**config.mk**
```make
export PLATFORM = sky130hd
export DESIGN_NAME = aluUnit
export DESIGN_NICKNAME = d
export VERILOG_FILES = /design/src/cpu_pkg.sv /design/src/aluUnit.sv
export VERILOG_INCLUDE_DIRS = /design/src
export SDC_FILE = /design/constraint.sdc
export NUM_CORES = 1
export LEC_CHECK = 0
export ABC_AREA = 1
export CORE_ASPECT_RATIO = 0.7
export CORE_MARGIN = 2
export CORE_UTILIZATION = 35
export DETAILED_ROUTE_END_ITERATION = 10
export DONT_BUFFER_PORTS = 1
export GPL_TIMING_DRIVEN = 1
export PLACE_DENSITY = 0.54
export SLEW_MARGIN = 20
export SYNTH_ARGS = -nofsm -noshare
export SYNTH_HDL_FRONTEND = slang
export SYNTH_SLANG_ARGS = --single-unit
```
**constraint.sdc**
```tcl
create_clock -name vclk -period 4.5
set_clock_uncertainty 0.15 [all_clocks]
set_input_delay 0.9 -clock vclk [all_inputs]
set_output_delay 0.9 -clock vclk [all_outputs]
set_load 0.01 [all_outputs]
```
**src/cpu_defines.svh**
```systemverilog
`ifndef CPU_DEFINES_SVH
`define CPU_DEFINES_SVH

`default_nettype none

// core datapath
`define CPU_DATA_W 16 // machine word
`define CPU_ADDR_W 12 // word address into unified memory
`define CPU_MEM_DEPTH 4096

// host bus
`define CPU_AXI_ADDR_W 16
`define CPU_AXI_DATA_W 32

// host byte address map
`define CPU_REG_CTRL 16'h0000 // bit 0 starts the core
`define CPU_REG_STATUS 16'h0004
`define CPU_REG_LED 16'h0008
`define CPU_REG_GPR 16'h0010 // ax..dx at 0x10, 0x14, 0x18, 0x1c
`define CPU_MEM_WIN 16'h2000 // word n at base + 4n

`default_nettype wire

`endif

```
**src/cpu_pkg.sv**
```systemverilog
`default_nettype none

package cpu_pkg;

	typedef enum logic [15:0] {
		OP_NOP = 16'h0000,
		OP_MOVRR = 16'h0007, // dst <= src
		OP_MOVI = 16'h0008, // reg <= par2
		OP_OUT = 16'h000A, // led <= dx
		OP_ADD = 16'h000C,
		OP_ADC = 16'h000D,
		OP_SUB = 16'h000E,
		OP_SUC = 16'h000F,
		OP_CMP = 16'h0014,
		OP_AND = 16'h0015,
		OP_NOT = 16'h0016,
		OP_OR = 16'h0018,
		OP_SHL = 16'h0019,
		OP_SHR = 16'h001A,
		OP_XOR = 16'h001B,
		OP_HLT = 16'h001D,
		OP_JC = 16'h0021,
		OP_JNC = 16'h0022,
		OP_JZ = 16'h0023,
		OP_JNZ = 16'h0024,
		OP_STA = 16'h002A, // mem[par2] <= reg
		OP_LDA = 16'h002B, // reg <= mem[par2]
		OP_JMP = 16'h0031
	} opcodeT;

	typedef enum logic [3:0] {
		ALU_ADD, ALU_ADC, ALU_SUB, ALU_SUC,
		ALU_AND, ALU_OR, ALU_XOR, ALU_NOT,
		ALU_SHL, ALU_SHR, ALU_PASS
	} aluOpT;

	typedef enum logic [1:0] {REG_AX, REG_BX, REG_CX, REG_DX} regSelT;

	typedef struct packed {
		logic cf; // carry, or borrow after a subtract
		logic zf;
		logic of; // signed overflow
	} flagsT;

endpackage

`default_nettype wire

```
**src/aluUnit.sv**
```systemverilog
`timescale 1ns/1ns
`include "cpu_defines.svh"
`default_nettype none

module aluUnit (
	input logic [`CPU_DATA_W-1:0] a,
	input logic [`CPU_DATA_W-1:0] b,
	input cpu_pkg::aluOpT op,
	input cpu_pkg::flagsT flagsIn,
	output logic [`CPU_DATA_W-1:0] result,
	output cpu_pkg::flagsT flagsOut
);
	import cpu_pkg::*;

	localparam int W = `CPU_DATA_W;

	logic carryIn;
	logic [W:0] sum;
	logic [W:0] diff;

	assign carryIn = (op == ALU_ADC || op == ALU_SUC) ? flagsIn.cf : 1'b0;
	assign sum = {1'b0, a} + {1'b0, b} + {{W{1'b0}}, carryIn};
	assign diff = {1'b0, a} - {1'b0, b} - {{W{1'b0}}, carryIn}; // bit W is the borrow

	always_comb begin
		result = b;
		flagsOut = flagsIn; // logic ops keep the flags
		case (op)
			ALU_ADD, ALU_ADC: begin
				result = sum[W-1:0];
				flagsOut.cf = sum[W];
				flagsOut.zf = (sum[W-1:0] == '0);
				flagsOut.of = (a[W-1] == b[W-1]) && (sum[W-1] != a[W-1]);
			end
			ALU_SUB, ALU_SUC: begin
				result = diff[W-1:0];
				flagsOut.cf = diff[W];
				flagsOut.zf = (diff[W-1:0] == '0);
				flagsOut.of = (a[W-1] != b[W-1]) && (diff[W-1] != a[W-1]);
			end
			ALU_AND:
				result = a & b;
			ALU_OR:
				result = a | b;
			ALU_XOR:
				result = a ^ b;
			ALU_NOT:
				result = ~a;
			ALU_SHL:
				result = {a[W-2:0], 1'b0};
			ALU_SHR:
				result = {1'b0, a[W-1:1]}; // logical shift
			ALU_PASS:
				result = b; // register move
			default:
				result = b;
		endcase
	end

endmodule

`default_nettype wire

```
==> metrics.yaml <==
run_status:
  outcome: "finished, violations left"
  failed_checks: "negative setup slack"
pwr:
  netSwitchingPower_mw: 0.409
  p_clk_share_pct: 0
  peakVddDrop_uv: 69.7
  pwr-share-comb_pct: 100.0
  sequentialPowerShare_pct: 0
  internal-power_mw: 0.229
  p_leak_nw: 2.39
  fin_total_pwr_mw: 0.638
  p_sw_share_pct: 64.1
  power.density_nw_per_um2: 152
layout:
  clkbuf_count: 0
  seq_cell_count: 0
  area_growth_pct: 10.4
  diodes: 0
  seqCellArea_um2: 0
  fillers: 1182
  fin_cells: 848
  fin_util_pct: 40.1
  drive_gt1_share_pct: 12.4
  nets: 823
sta:
  fin_setup_tns_ns: -0.0426
  max_slew_margin_pct: 47.2
  finalSetupViolCount: 1
  whs_ns: 1.79
  tightest_slew_ns: 0.789
  fmax_mhz: 220
  slew_violations: 0
  hold_viol_final: 0
  setup_ws_ns: -0.0426
  fin_crit_ns: 4.54
  rsz0062_at_grt: "true"
  period_share_pct: 101
job:
  maxCapViolations: 0
grt:
  grt_pass1_vias: 4463
  grtUsageTotal_pct: 24.4
  grt_max_degree: 18
  grt_overflow: 0
  grt_pass1_wl_mm: 23.0
  grt_antenna_before_repair: 0
min_path:
  hold_end: "result[15]"
  hp-start: "b[15]"
  holdCritPathClass: "in2out"
  min_path_cells: 2
placed_design:
  globalplace.congestion: 1.02
  io_buffers: 0
  post-dp-hpwl_mm: 11.9
  dp_cells: 840
setup_path:
  worst_ep_required_time_ns: 3.45
  worstPathArrival_ns: 3.49
  critPathCaptureType: "output port"
  start_kind: "input pin"
  crit_path_max_fanout: 4
  crit_type: "in2out"
routing:
  first_pass_iters: 5
  num_vias: 4576
  viasPerCell: 5.40
  wl_mm: 14.2
  ant_nets: 0
  dr.first_iter.drc_count: 404
  wl_per_cell_um: 16.8
  drc: 0
synthesis:
  ys_warn_count: 0
  synth_top_area_cell: "ha_1"
  ys_types: 41
  syn-cell-area_um2: 3800
  synth_top_area_share_pct: 20.4
  seq_area_frac_synth_pct: 0
  syn-num-nets: 801
  synth_area_leaders: "ha_1 (20%), nand2_1 (20%), inv_1 (14%)"
  synth_cells: 696
  avgSynthCellArea_um2: 5.46
floorplanning:
  die_area_um2: 11700
  fp.dieW_um: 129
  fp.dieH_um: 91.2
  pin_count: 58
  initial_core_util_pct: 36.3
  core_area_um2: 10500
  rows: 31
clock_network:
  cts_hold_buf: 0
## worst max path at each step
stage,startpoint,to,slack [ns],depth (start not counted)
after global placement,op[3],flagsOut[1],-0.23,16
after detailed placement,op[3],flagsOut[1],-0.26,16
after floorplan,op[3],result[14],0.12,17
final,op[3],flagsOut[1],-0.04,19
after global routing,op[3],flagsOut[1],-0.16,18
after CTS,op[0],flagsOut[1],-0.02,18
## timing repair
action,4_1_cts,5_1_grt
setup endpoints to repair,9,11
resized for setup,15,9
buffers inserted,8,0
pin swaps,9,10
## layout make-up
class	count	area [um^2]	area share, %
Inverter	149	559	13.3
Timing Repair Buffer	30	225	5.37
Tap cell	132	165	3.93
Multi-Input combinational cell	537	3250	77.4
## cells in the final DEF (no fill, tap or decap), types with 2 or more instances in the layout
cell type	count
xor2_1	3
fa_2	2
ha_1	60
nand2_4	3
nand3_1	47
nand2_2	18
a22oi_1	2
o21ai_0	17
nor3_1	5
inv_1	138
buf_4	30
o21ai_1	11
nor2_4	3
o211ai_1	5
o22ai_1	22
fa_1	2
nand3_2	6
nand2_1	193
ha_2	2
inv_2	11
nor2_1	47
o21bai_1	2
nand4_1	14
o2111ai_1	4
a21oi_1	32
nor3_2	4
and2_1	4
nand3b_1	7
o221ai_1	2
nor2_2	3
a221oi_1	6
o21ai_2	2
## worst max-delay path, stage by stage
cell	delay, ns
nor2_4	0.09
inv_2	0.05
nor3_2	0.10
buf_4	0.15
fa_2	0.47
inv_2	0.08
ha_2	0.16
inv_1	0.04
nand2_2	0.09
fa_2	0.27
nand3_2	0.13
nand3_4	0.10
buf_4	0.11
nand2_1	0.05
nand2_2	0.08
nand2_1	0.07
nor3_2	0.15
nand4_1	0.22
nand3_2	0.17
## synth_stat cells (all sizes together), types with 2 or more instances
cell type  number
a21oi          33
a221oi          7
a22oi           2
and2            4
buf             9
fa              4
ha             62
inv           149
nand2         214
nand3          54
nand3b          7
nand4          14
nor2           53
nor3           10
o2111ai         4
o211ai          5
o21ai          30
o21bai          2
o221ai          2
o22ai          22
xor2            3
## layer usage
metal	vias to the layer above	global-route usage, %	wire length, um
li1	2291	-	-
met2	189	37.3	5800
met1	2079	37.5	7040
met3	17	1.89	1130
met4	0	4.08	230
met5	-	0	0
## cell families (layout without fill, tap and decap cells)
logic type,Yosys count,after routing,share of synthesized area [%]
simple gates,357,357,42.3
buf+inv,159,179,16.6
xor+xnor,4,4,0.922
compound gates,110,110,17.7
fa+ha+maj,66,66,22.5
## stage by stage
stage	setup slack, ns	area [um^2]
after CTS	-0.0233	4170
after detailed placement	-0.255	4060
after global placement	-0.225	4060
after floorplan	0.124	3800
after global routing	-0.164	4200
final	-0.0426	4200
## power by group through the flow
stage	logic, mW	clock network, mW	registers (mW)
floorplan	0.428	0	0
global placement	0.590	0	0
detailed placement	0.594	0	0
CTS	0.617	0	0
global route	0.713	0	0
finish	0.638	0	0
(Power assumes the default switching activity.)
