`src/cpu_defines.svh`:
```
`ifndef CPU_DEFINES_SVH
`define CPU_DEFINES_SVH

`default_nettype none

// core datapath
`define CPU_DATA_W 16 // machine word
`define CPU_ADDR_W 12 // word address into unified memory
`define CPU_MEM_DEPTH 4096

// host bus
`define CPU_AXI_ADDR_W 16
`define CPU_AXI_DATA_W 32

// host byte address map
`define CPU_REG_CTRL 16'h0000 // bit 0 starts the core
`define CPU_REG_STATUS 16'h0004
`define CPU_REG_LED 16'h0008
`define CPU_REG_GPR 16'h0010 // ax..dx at 0x10, 0x14, 0x18, 0x1c
`define CPU_MEM_WIN 16'h2000 // word n at base + 4n

`default_nettype wire

`endif

```
`src/cpu_pkg.sv`:
```
`default_nettype none

package cpu_pkg;

	typedef enum logic [15:0] {
		OP_NOP = 16'h0000,
		OP_MOVRR = 16'h0007, // dst <= src
		OP_MOVI = 16'h0008, // reg <= par2
		OP_OUT = 16'h000A, // led <= dx
		OP_ADD = 16'h000C,
		OP_ADC = 16'h000D,
		OP_SUB = 16'h000E,
		OP_SUC = 16'h000F,
		OP_CMP = 16'h0014,
		OP_AND = 16'h0015,
		OP_NOT = 16'h0016,
		OP_OR = 16'h0018,
		OP_SHL = 16'h0019,
		OP_SHR = 16'h001A,
		OP_XOR = 16'h001B,
		OP_HLT = 16'h001D,
		OP_JC = 16'h0021,
		OP_JNC = 16'h0022,
		OP_JZ = 16'h0023,
		OP_JNZ = 16'h0024,
		OP_STA = 16'h002A, // mem[par2] <= reg
		OP_LDA = 16'h002B, // reg <= mem[par2]
		OP_JMP = 16'h0031
	} opcodeT;

	typedef enum logic [3:0] {
		ALU_ADD, ALU_ADC, ALU_SUB, ALU_SUC,
		ALU_AND, ALU_OR, ALU_XOR, ALU_NOT,
		ALU_SHL, ALU_SHR, ALU_PASS
	} aluOpT;

	typedef enum logic [1:0] {REG_AX, REG_BX, REG_CX, REG_DX} regSelT;

	typedef struct packed {
		logic cf; // carry, or borrow after a subtract
		logic zf;
		logic of; // signed overflow
	} flagsT;

endpackage

`default_nettype wire

```
`src/hostCtrl.sv`:
```
`timescale 1ns/1ns
`include "cpu_defines.svh"
`default_nettype none

module hostCtrl (
	input logic clk,
	input logic rst,
	input logic [`CPU_AXI_ADDR_W-1:0] awaddr,
	input logic awvalid,
	output logic awready,
	input logic [`CPU_AXI_DATA_W-1:0] wdata,
	input logic [`CPU_AXI_DATA_W/8-1:0] wstrb,
	input logic wvalid,
	output logic wready,
	output logic [1:0] bresp,
	output logic bvalid,
	input logic bready,
	input logic [`CPU_AXI_ADDR_W-1:0] araddr,
	input logic arvalid,
	output logic arready,
	output logic [`CPU_AXI_DATA_W-1:0] rdata,
	output logic [1:0] rresp,
	output logic rvalid,
	input logic rready,
	output logic start,
	input logic busy,
	input logic halted,
	input cpu_pkg::flagsT flags,
	input logic [7:0] led,
	output cpu_pkg::regSelT regSel,
	input logic [`CPU_DATA_W-1:0] regData,
	output logic hostWrEn,
	output logic [`CPU_ADDR_W-1:0] hostWrAddr,
	output logic [`CPU_DATA_W-1:0] hostWrData
);
	import cpu_pkg::*;

	localparam logic [1:0] RESP_OKAY = 2'b00;
	localparam logic [1:0] RESP_SLVERR = 2'b10;

	logic idle;
	logic wrAccept;
	logic rdAccept;
	logic winHit;
	logic gprHit;
	logic [`CPU_AXI_ADDR_W-1:0] winOff;
	logic [`CPU_AXI_DATA_W-1:0] rdValue;

	assign idle = !bvalid && !rvalid; // one transaction in flight
	assign wrAccept = idle && awvalid && wvalid;
	assign rdAccept = idle && arvalid && !(awvalid && wvalid); // write wins a tie
	assign awready = wrAccept;
	assign wready = wrAccept;
	assign arready = rdAccept;
	assign rresp = RESP_OKAY;

	// program-load window decode
	assign winOff = awaddr - `CPU_MEM_WIN;
	assign winHit = (awaddr >= `CPU_MEM_WIN) && (winOff[`CPU_AXI_ADDR_W-1:2] < `CPU_MEM_DEPTH);

	assign gprHit = (araddr >= `CPU_REG_GPR) && (araddr < `CPU_REG_GPR + 16)
		&& (araddr[1:0] == 2'b00);
	assign regSel = regSelT'(araddr[3:2]); // word offset picks ax..dx

	always_comb begin
		rdValue = '0; // ctrl and unmapped read as zero
		if (araddr == `CPU_REG_STATUS) begin
			rdValue[0] = busy;
			rdValue[1] = halted;
			rdValue[4] = flags.cf;
			rdValue[5] = flags.zf;
			rdValue[6] = flags.of;
		end else if (araddr == `CPU_REG_LED) begin
			rdValue[7:0] = led;
		end else if (gprHit) begin
			rdValue[`CPU_DATA_W-1:0] = regData;
		end
	end

	always_ff @(posedge clk) begin
		if (rst) begin
			bvalid <= 1'b0;
			bresp <= RESP_OKAY;
			rvalid <= 1'b0;
			start <= 1'b0;
			hostWrEn <= 1'b0;
		end else begin
			start <= wrAccept && (awaddr == `CPU_REG_CTRL) && wstrb[0] && wdata[0]; // one-cycle pulse
			hostWrEn <= wrAccept && winHit && !busy && (&wstrb[1:0]);
			if (wrAccept) begin
				bvalid <= 1'b1;
				bresp <= (winHit && busy) ? RESP_SLVERR : RESP_OKAY; // no loads while running
			end else if (bready) begin
				bvalid <= 1'b0;
			end
			if (rdAccept) begin
				rvalid <= 1'b1;
			end else if (rready) begin
				rvalid <= 1'b0;
			end
		end
	end

	always_ff @(posedge clk) begin
		if (wrAccept) begin
			hostWrAddr <= winOff[`CPU_ADDR_W+1:2]; // byte to word address
			hostWrData <= wdata[`CPU_DATA_W-1:0];
		end
		if (rdAccept) begin
			rdata <= rdValue;
		end
	end

endmodule

`default_nettype wire

```
`config.mk`:
```
export PLATFORM = sky130hd
export DESIGN_NAME = hostCtrl
export DESIGN_NICKNAME = d
export VERILOG_FILES = /design/src/cpu_pkg.sv /design/src/hostCtrl.sv
export VERILOG_INCLUDE_DIRS = /design/src
export SDC_FILE = /design/constraint.sdc
export NUM_CORES = 1
export LEC_CHECK = 0
export ABC_AREA = 1
export BUFFER_PORTS_ARGS = -buffer_cell sky130_fd_sc_hd__clkbuf_2
export CORE_MARGIN = 2
export CORE_UTILIZATION = 35
export DETAILED_ROUTE_END_ITERATION = 7
export GPL_ROUTABILITY_DRIVEN = 0
export PLACE_DENSITY = 0.82
export SYNTH_ARGS = -nofsm -noshare
export SYNTH_HDL_FRONTEND = slang
export SYNTH_SLANG_ARGS = --single-unit
```
`constraint.sdc`:
```
create_clock -name clk -period 1.5 [get_ports clk]
set_input_delay 0 -clock clk [delete_from_list [all_inputs] [get_ports clk]]
set_output_delay 0 -clock clk [all_outputs]
set_load 0.01 [all_outputs]
```
==> results.md, run 1 <==
* Seq/Total Area, Yosys at 63.5%
* Largest family of logic cells by synthesized area: simple AND/OR/NAND/NOR gates
* # rows at 29
* Fmax at 696 MHz
* I/O Buffers at 139
* Synthesized area per cell at 11.4 um^2
* Htree depth at 2
* WHS Path Cells at 3
* Crit path DAT at 1.44 ns
* R2r setup slk at 0.13 ns
* XOR/XNOR Fraction of Synth Area at 0%
* Syn Inst Count at 197
* TritonCTS clock tree: built
* Delay-heaviest family, CP: buffers and inverters
* Ratio of cells with drive above 1 in the final layout at 43.9%
* Post-synth cell types at 22
* Remaining DRCs at 0
* Initial DRC Count at 33
* Reg-to-Reg Start: rvalid$_SDFFE_PP0P_
* Clk Latency, worst-skew pair at 0.30 ns
* Width of the chip at 84.0 um
* Leakage power at 1.82 nW
* Commonest non-fill, non-tap cell in the layout: clkbuf_2
* Synth Area in Compound Gates at 4.08%
* Worst Setup EP: wready
* Worst Skew at 0.00277 ns
* Vias/cell at 4.31
* Critical path data required time at 1.50 ns
* DR pass1 iterations at 4
* Initial Utilization at 35.6%
* Core area at 6280 um^2
* Largest net degree at the start of global routing at 32
* Ant. Diodes at 0
* Die area at 7050 um^2
* Setup Crit Path Kind: register to primary output
* Most frequent cells in the layout: clkbuf_2 (139), dlygate4sd3_1 (51), edfxtp_1 (44), nand2_1 (34), nor2_1 (29)
* CTS buffer count at 5
* Setup TNS at 0 ns
* CTS clk-pin slew, worst paths at 0.09 ns
* Vias in the first global route at 2050
* Worst R2R End: rvalid$_SDFFE_PP0P_
* Die height at 84.0 um
* I/O pin cnt at 177
* Crit Path Max Fanout at 16
* Crit path buffers/inverters at 3
* Critical path's slowest cell: dfxtp_1
* Post-DR wirelength/cell at 12.5 um
* Worst min-delay path class: input pin to register
* Design Power at 2.84 mW
* Post-Syn Area at 2240 um^2
* Post-synthesis adder-cell area fraction at 1.12%
* Final Setup Violations at 0
* Final period utilization at 95.8%
* Pins Over Slew Limit at 0
* DRT antenna net count at 0
* Final hold vios at 0
* Fin nets at 499
* Outcome: finished, final reports clean
* Max Cap Violations at 0
* CP Launch Point: rvalid$_SDFFE_PP0P_
* Crit path largest cell delay at 0.33 ns
* Worst VDD drop at 518 uV
* P&R area growth vs syn at 61.0%
* Minimum clock period at 1.44 ns
* Power per cell area at 788 nW/um^2
* Simple-Gate Fraction of Synth Area at 19.5%
* Total GRT Usage at 16.6%
* Crit. End Element: primary output
* DP Wirelength at 4050 um
* R2R depth at 4
* Fill count at 556
* Type of origin of the critical path: register
* Crit path cell chain: nor2_1 -> nand3_2 -> clkinvlp_4 -> buf_12 -> clkbuf_2
* Vias at 2028
* Initial antenna violation count at 0
* Stages on worst setup path at 5
* First-pass GRT wire length at 9240 um
* Clock tree buffer depth at 2
* Post-synthesis mux area share at 0%
* Yosys warning count at 0
* Clock sink total at 49
* WL final at 5870 um
* CTS root buffer: clkbuf_8
* Flops & latches, synth at 49
* RSZ-0062 raised after global routing: false
* Remaining Overflow, GRT at 0
==> Yosys cell counts <==
library cell / instances / area (um^2)
ha_1: 2 / 25.0
nand2_4: 2 / 22.5
o21ai_2: 3 / 26.3
nor2_8: 2 / 40.0
nor3_1: 3 / 15.0
nand2_2: 3 / 18.8
nor3_2: 1 / 10.0
and2_2: 1 / 7.51
nor2_1: 29 / 109
nor2_2: 3 / 18.8
a21oi_1: 3 / 15.0
edfxtp_1: 44 / 1320
nand4_1: 3 / 18.8
clkinv_2: 1 / 5.00
o211ai_2: 4 / 50.1
nand3_1: 6 / 30.0
dfxtp_1: 5 / 100
nand3_4: 1 / 17.5
conb_1: 1 / 3.75
inv_1: 24 / 90.1
buf_4: 22 / 165
nand2_1: 34 / 128
==> worst min path at each step <==
stage / from / endpoint
after floorplan: rst / bresp[1]$_SDFFE_PP0P_
after global placement: wdata[1] / hostWrData[1]$_DFFE_PP_
after detailed placement: wdata[1] / hostWrData[1]$_DFFE_PP_
after CTS: regData[13] / rdata[13]$_SDFFCE_PP0P_
after global routing: regData[10] / rdata[10]$_SDFFCE_PP0P_
final: regData[10] / rdata[10]$_SDFFCE_PP0P_
==> what timing repair did <==
item                                    CTS  global route
hold buffers                             50             1
setup buffers                             0             0
gates resized for setup                   1             1
pin swaps                                 0             0
endpoints found under the setup margin    2             3
cloned                                    0             1
endpoints found under the hold margin    45             1
==> metrics by stage <==
stage / hold slack [ns] / setup WS (ns) / area, um^2 / utilization (%) / cells
4_1_cts: 0.00710 / 0.0369 / 3560 / 56.8 / 469
2_1_floorplan: 0.0691 / 0.000278 / 2310 / - / 215
6_report: 0.0149 / 0.0631 / 3600 / 57.4 / 471
3_5_place_dp: 0.179 / 0.169 / 2960 / 47.2 / 411
3_3_place_gp: 0.178 / 0.210 / 2960 / 47.2 / 411
5_1_grt: 0.0229 / 0.00565 / 3600 / 57.4 / 471
==> flip-flops by register name, summed over array words and instances, names as in the netlist <==
register    count
rvalid          1
bvalid          1
hostWrAddr     12
hostWrData     16
rdata          16
start           1
hostWrEn        1
bresp           1
==> routing by layer <==
metal  vias up  share of wire (%)  global-route usage [%]
li1        999                  -                       -
met1       920                 37                    16.7
met2       101                 55                    33.1
met3         8                6.6                    3.46
met4         0                1.7                    5.87
met5         -                  0                       0
==> worst reg2reg max path, stage by stage (launching register included) <==
cell and delay [ns]:
dfxtp_1 0.33, nor2_1 0.17, nand3_1 0.13, a21oi_1 0.14, dlygate4sd3_1 0.55
==> area by class of cell <==
type                            count  area (um^2)  share of cell area (%)
Inverter                           25         98.8                    2.74
Clock buffer                        5         68.8                    1.91
Sequential cell                    49         1420                    39.5
Multi-Input combinational cell    119          628                    17.4
Tap cell                           77         96.3                    2.67
Timing Repair Buffer              193         1260                    35.0
Clock inverter                      3         26.3                   0.729
==> logic make-up (layout without fill, tap and decap cells) <==
| group | count (synthesis) | count (layout) |
|---|---|---|
| other | 1 | 19 |
| AOI/OAI and AO/OA | 10 | 10 |
| and+or+nand+nor | 88 | 88 |
| DFF | 49 | 49 |
| adders and majority gates | 2 | 2 |
| buffers and inverters | 47 | 226 |
==> power by group <==
group          leakage (nW)  total [mW]  switching [mW]  internal (mW)
Combinational          1.31       0.471           0.229          0.241
Sequential            0.466        1.57          0.0170           1.55
Clock                0.0423       0.800           0.461          0.339
Power figures use the tool's default switching activity.
==> run 2: changes to the inputs <==
- CORE_ASPECT_RATIO: not set -> 0.8
- REMOVE_ABC_BUFFERS: not set -> 1
==> run 2 against run 1 <==
Against the previous run:
- sequential power about the same
- global-route usage down 2.3 points
- non-clock buffer count down 7
- combinational power down 4%
- die area about the same
- hold slack worse by 0.013 ns
- largest power group unchanged
- highest routed layer unchanged
==> results.md, run 2 (synthesized netlist as in run 1, its figures left out) <==
* Pins Over Slew Limit at 0 (unchanged)
* Post-DR wirelength/cell at 11.7 um (-6.2%)
* Worst min-delay path class: input pin to register
* Reg power frac at 53.0% (-2.2 points)
* Commonest non-fill, non-tap cell in the layout: clkbuf_2
* Largest net degree at the start of global routing at 32 (unchanged)
* Remaining Overflow, GRT at 0 (unchanged)
* First-pass GRT wire length at 7870 um (-15%)
* Final period utilization at 94.3% (-1.5 points)
* Vias/cell at 4.20 (-2.5%)
* Switching part of the total power at 22.9% (-2.0 points)
* CTS clk-pin slew, worst paths at 0.09 ns (about the same)
* Width of the chip at 93.4 um (+11%)
* Ratio of cells with drive above 1 in the final layout at 44.7% (+0.79 points)
* Critical path's slowest cell: dlygate4sd3_1
* WL final at 5510 um (-6.2%)
* Type of origin of the critical path: register
* # rows at 26 (-10%)
* Vias at 1978 (-2.5%)
* Total GRT Usage at 14.3% (-2.3 points)
* Die height at 75.5 um (-10%)
* Placed Area at 2970 um^2 (+0.17%)
* Final hold vios at 0 (unchanged)
* Initial Utilization at 35.6% (about the same)
* Initial DRC Count at 81 (+150%)
* P_int at 2.28 mW (+7.1%)
* Setup Crit Path Kind: register to register
* Psw at 0.679 mW (-3.9%)
* Power per cell area at 833 nW/um^2 (+5.7%)
* Logic pwr share at 15.3% (-1.3 points)
* Worst VDD drop at 387 uV (-25%)
* Remaining DRCs at 0 (unchanged)
* Ant. Diodes at 0 (unchanged)
* RSZ-0062 raised after global routing: false
* Crit. End Element: register
* DP Wirelength at 3980 um (-1.7%)
* Clk Latency, worst-skew pair at 0.30 ns (about the same)
* Clock power frac at 31.7% (+3.5 points)
* Die area at 7050 um^2 (about the same)
* Hold WS at 0.00160 ns (-0.0133 ns)
* Post-CTS setup buffer count at 0 (unchanged)
* TritonCTS clock tree: built
* Crit path buffers/inverters at 1 (-2)
* Worst Skew at 0.00988 ns (+0.00711 ns)
* DRT antenna net count at 0 (unchanged)
* Post-route cell area at 3550 um^2 (-1.3%)
* I/O Buffers at 139 (unchanged)
* I/O pin cnt at 177 (unchanged)
* Vias in the first global route at 1814 (-12%)
* Initial antenna violation count at 0 (unchanged)
* DR pass1 iterations at 4 (unchanged)
* Fin nets at 492 (-1.4%)
* Crit path cell chain: nor2_1 -> nand3_2 -> a21oi_1 -> dlygate4sd3_1
* Final Setup Violations at 0 (unchanged)
* Crit path largest cell delay at 0.56 ns (+0.23 ns)
* Minimum clock period at 1.42 ns (-0.0219 ns)
* Leakage power at 1.81 nW (-0.40%)
* Core area at 6280 um^2 (about the same)
* CTS root buffer: clkbuf_8
* Clock sink total at 49 (unchanged)
* Critical path data required time at 1.74 ns (+0.24 ns)
* Top flop regs: hostWrData (16), rdata (16), hostWrAddr (12)
* Max Cap Violations at 0 (unchanged)
* Delay-heaviest family, CP: buffers and inverters
* Crit path DAT at 1.65 ns (+0.21 ns)
* Fmax at 707 MHz (+1.5%)
* Outcome: finished, final reports clean
* Clock tree buffer depth at 2 (unchanged)
* R2r setup slk at 0.08 ns (-0.05 ns)
* Crit Path Max Fanout at 4 (-12)
* Htree depth at 2 (unchanged)
* CTS buffer count at 5 (unchanged)
* P&R area growth vs syn at 58.9%
* Most frequent cells in the layout: clkbuf_2 (139), dlygate4sd3_1 (44), edfxtp_1 (44), nand2_1 (34), nor2_1 (29)
run 2: cell count changes in the layout (fill, tap and decap cells not counted):
| cell | before | now |
|---|---|---|
| dlygate4sd3_1 | 51 | 44 |
| clkinv_2 | 1 | 2 |
| bufinv_16 | 0 | 1 |
| clkinvlp_4 | 3 | 0 |
| inv_2 | 0 | 1 |
| inv_8 | 1 | 0 |
| inv_6 | 0 | 1 |
run 2: final cells by class:
class                   instances  area (um^2)
fillers                       583         2720
flip-flops and latches         49         1420
repair buffers                186         1190
multi-input cells             119          628
well taps                      84          105
inverters                      25         95.1
clock buffers                   5         68.8
clock inverters                 3         43.8
run 2: final timing paths:
check	from	end	cells past startpoint
worst min register to register	bresp[1]$_SDFFE_PP0P_	bresp[1]$_SDFFE_PP0P_	2
worst max register to register	rvalid$_SDFFE_PP0P_	bvalid$_SDFFE_PP0P_	4
worst max-delay path	rvalid$_SDFFE_PP0P_	bvalid$_SDFFE_PP0P_	4
worst min-delay path	regData[7]	rdata[7]$_SDFFCE_PP0P_	3
run 2: worst register-to-register path, stage by stage, from the launching register on:
cell and delay, ns:
dfxtp_1 0.33, nor2_1 0.17, nand3_2 0.14, a21oi_1 0.17, dlygate4sd3_1 0.56
run 2: timing repair:
action | in CTS | in global routing
hold buffers | 43 | 1
resized for setup | 0 | 3
endpoints found under the hold margin | 39 | 1
endpoints found under the setup margin | 0 | 3
run 2: through the flow:
step | worst slack (ns) | power [mW] | setup TNS (ns) | utilization, % | instances
6_report | 0.0850 | 2.96 | 0 | 56.6 | 471
5_1_grt | 0.0244 | 3.10 | 0 | 56.6 | 471
4_1_cts | 0.0398 | 2.97 | 0 | 55.9 | 469
3_5_place_dp | 0.222 | 1.95 | 0 | 47.3 | 418
3_3_place_gp | 0.271 | 1.94 | 0 | 47.3 | 418
2_1_floorplan | -0.208 | 1.74 | -6.01 | - | 193
run 2: metal layers:
| layer | global-route usage (%) | wire length [um] | vias up |
|---|---|---|---|
| li1 | - | - | 982 |
| met1 | 17.2 | 2160 | 900 |
| met2 | 27.3 | 2950 | 92 |
| met3 | 2.27 | 364 | 4 |
| met4 | 3.43 | 34 | 0 |
| met5 | 0 | 0 | - |
run 2: power by group through the flow:
stage          Clock [mW]  Combinational (mW)  Sequential (mW)
5_1_grt              1.03               0.496             1.57
4_1_cts             0.970               0.437             1.57
3_5_place_dp            0               0.351             1.60
2_1_floorplan           0               0.108             1.63
6_report            0.939               0.454             1.57
3_3_place_gp            0               0.344             1.60
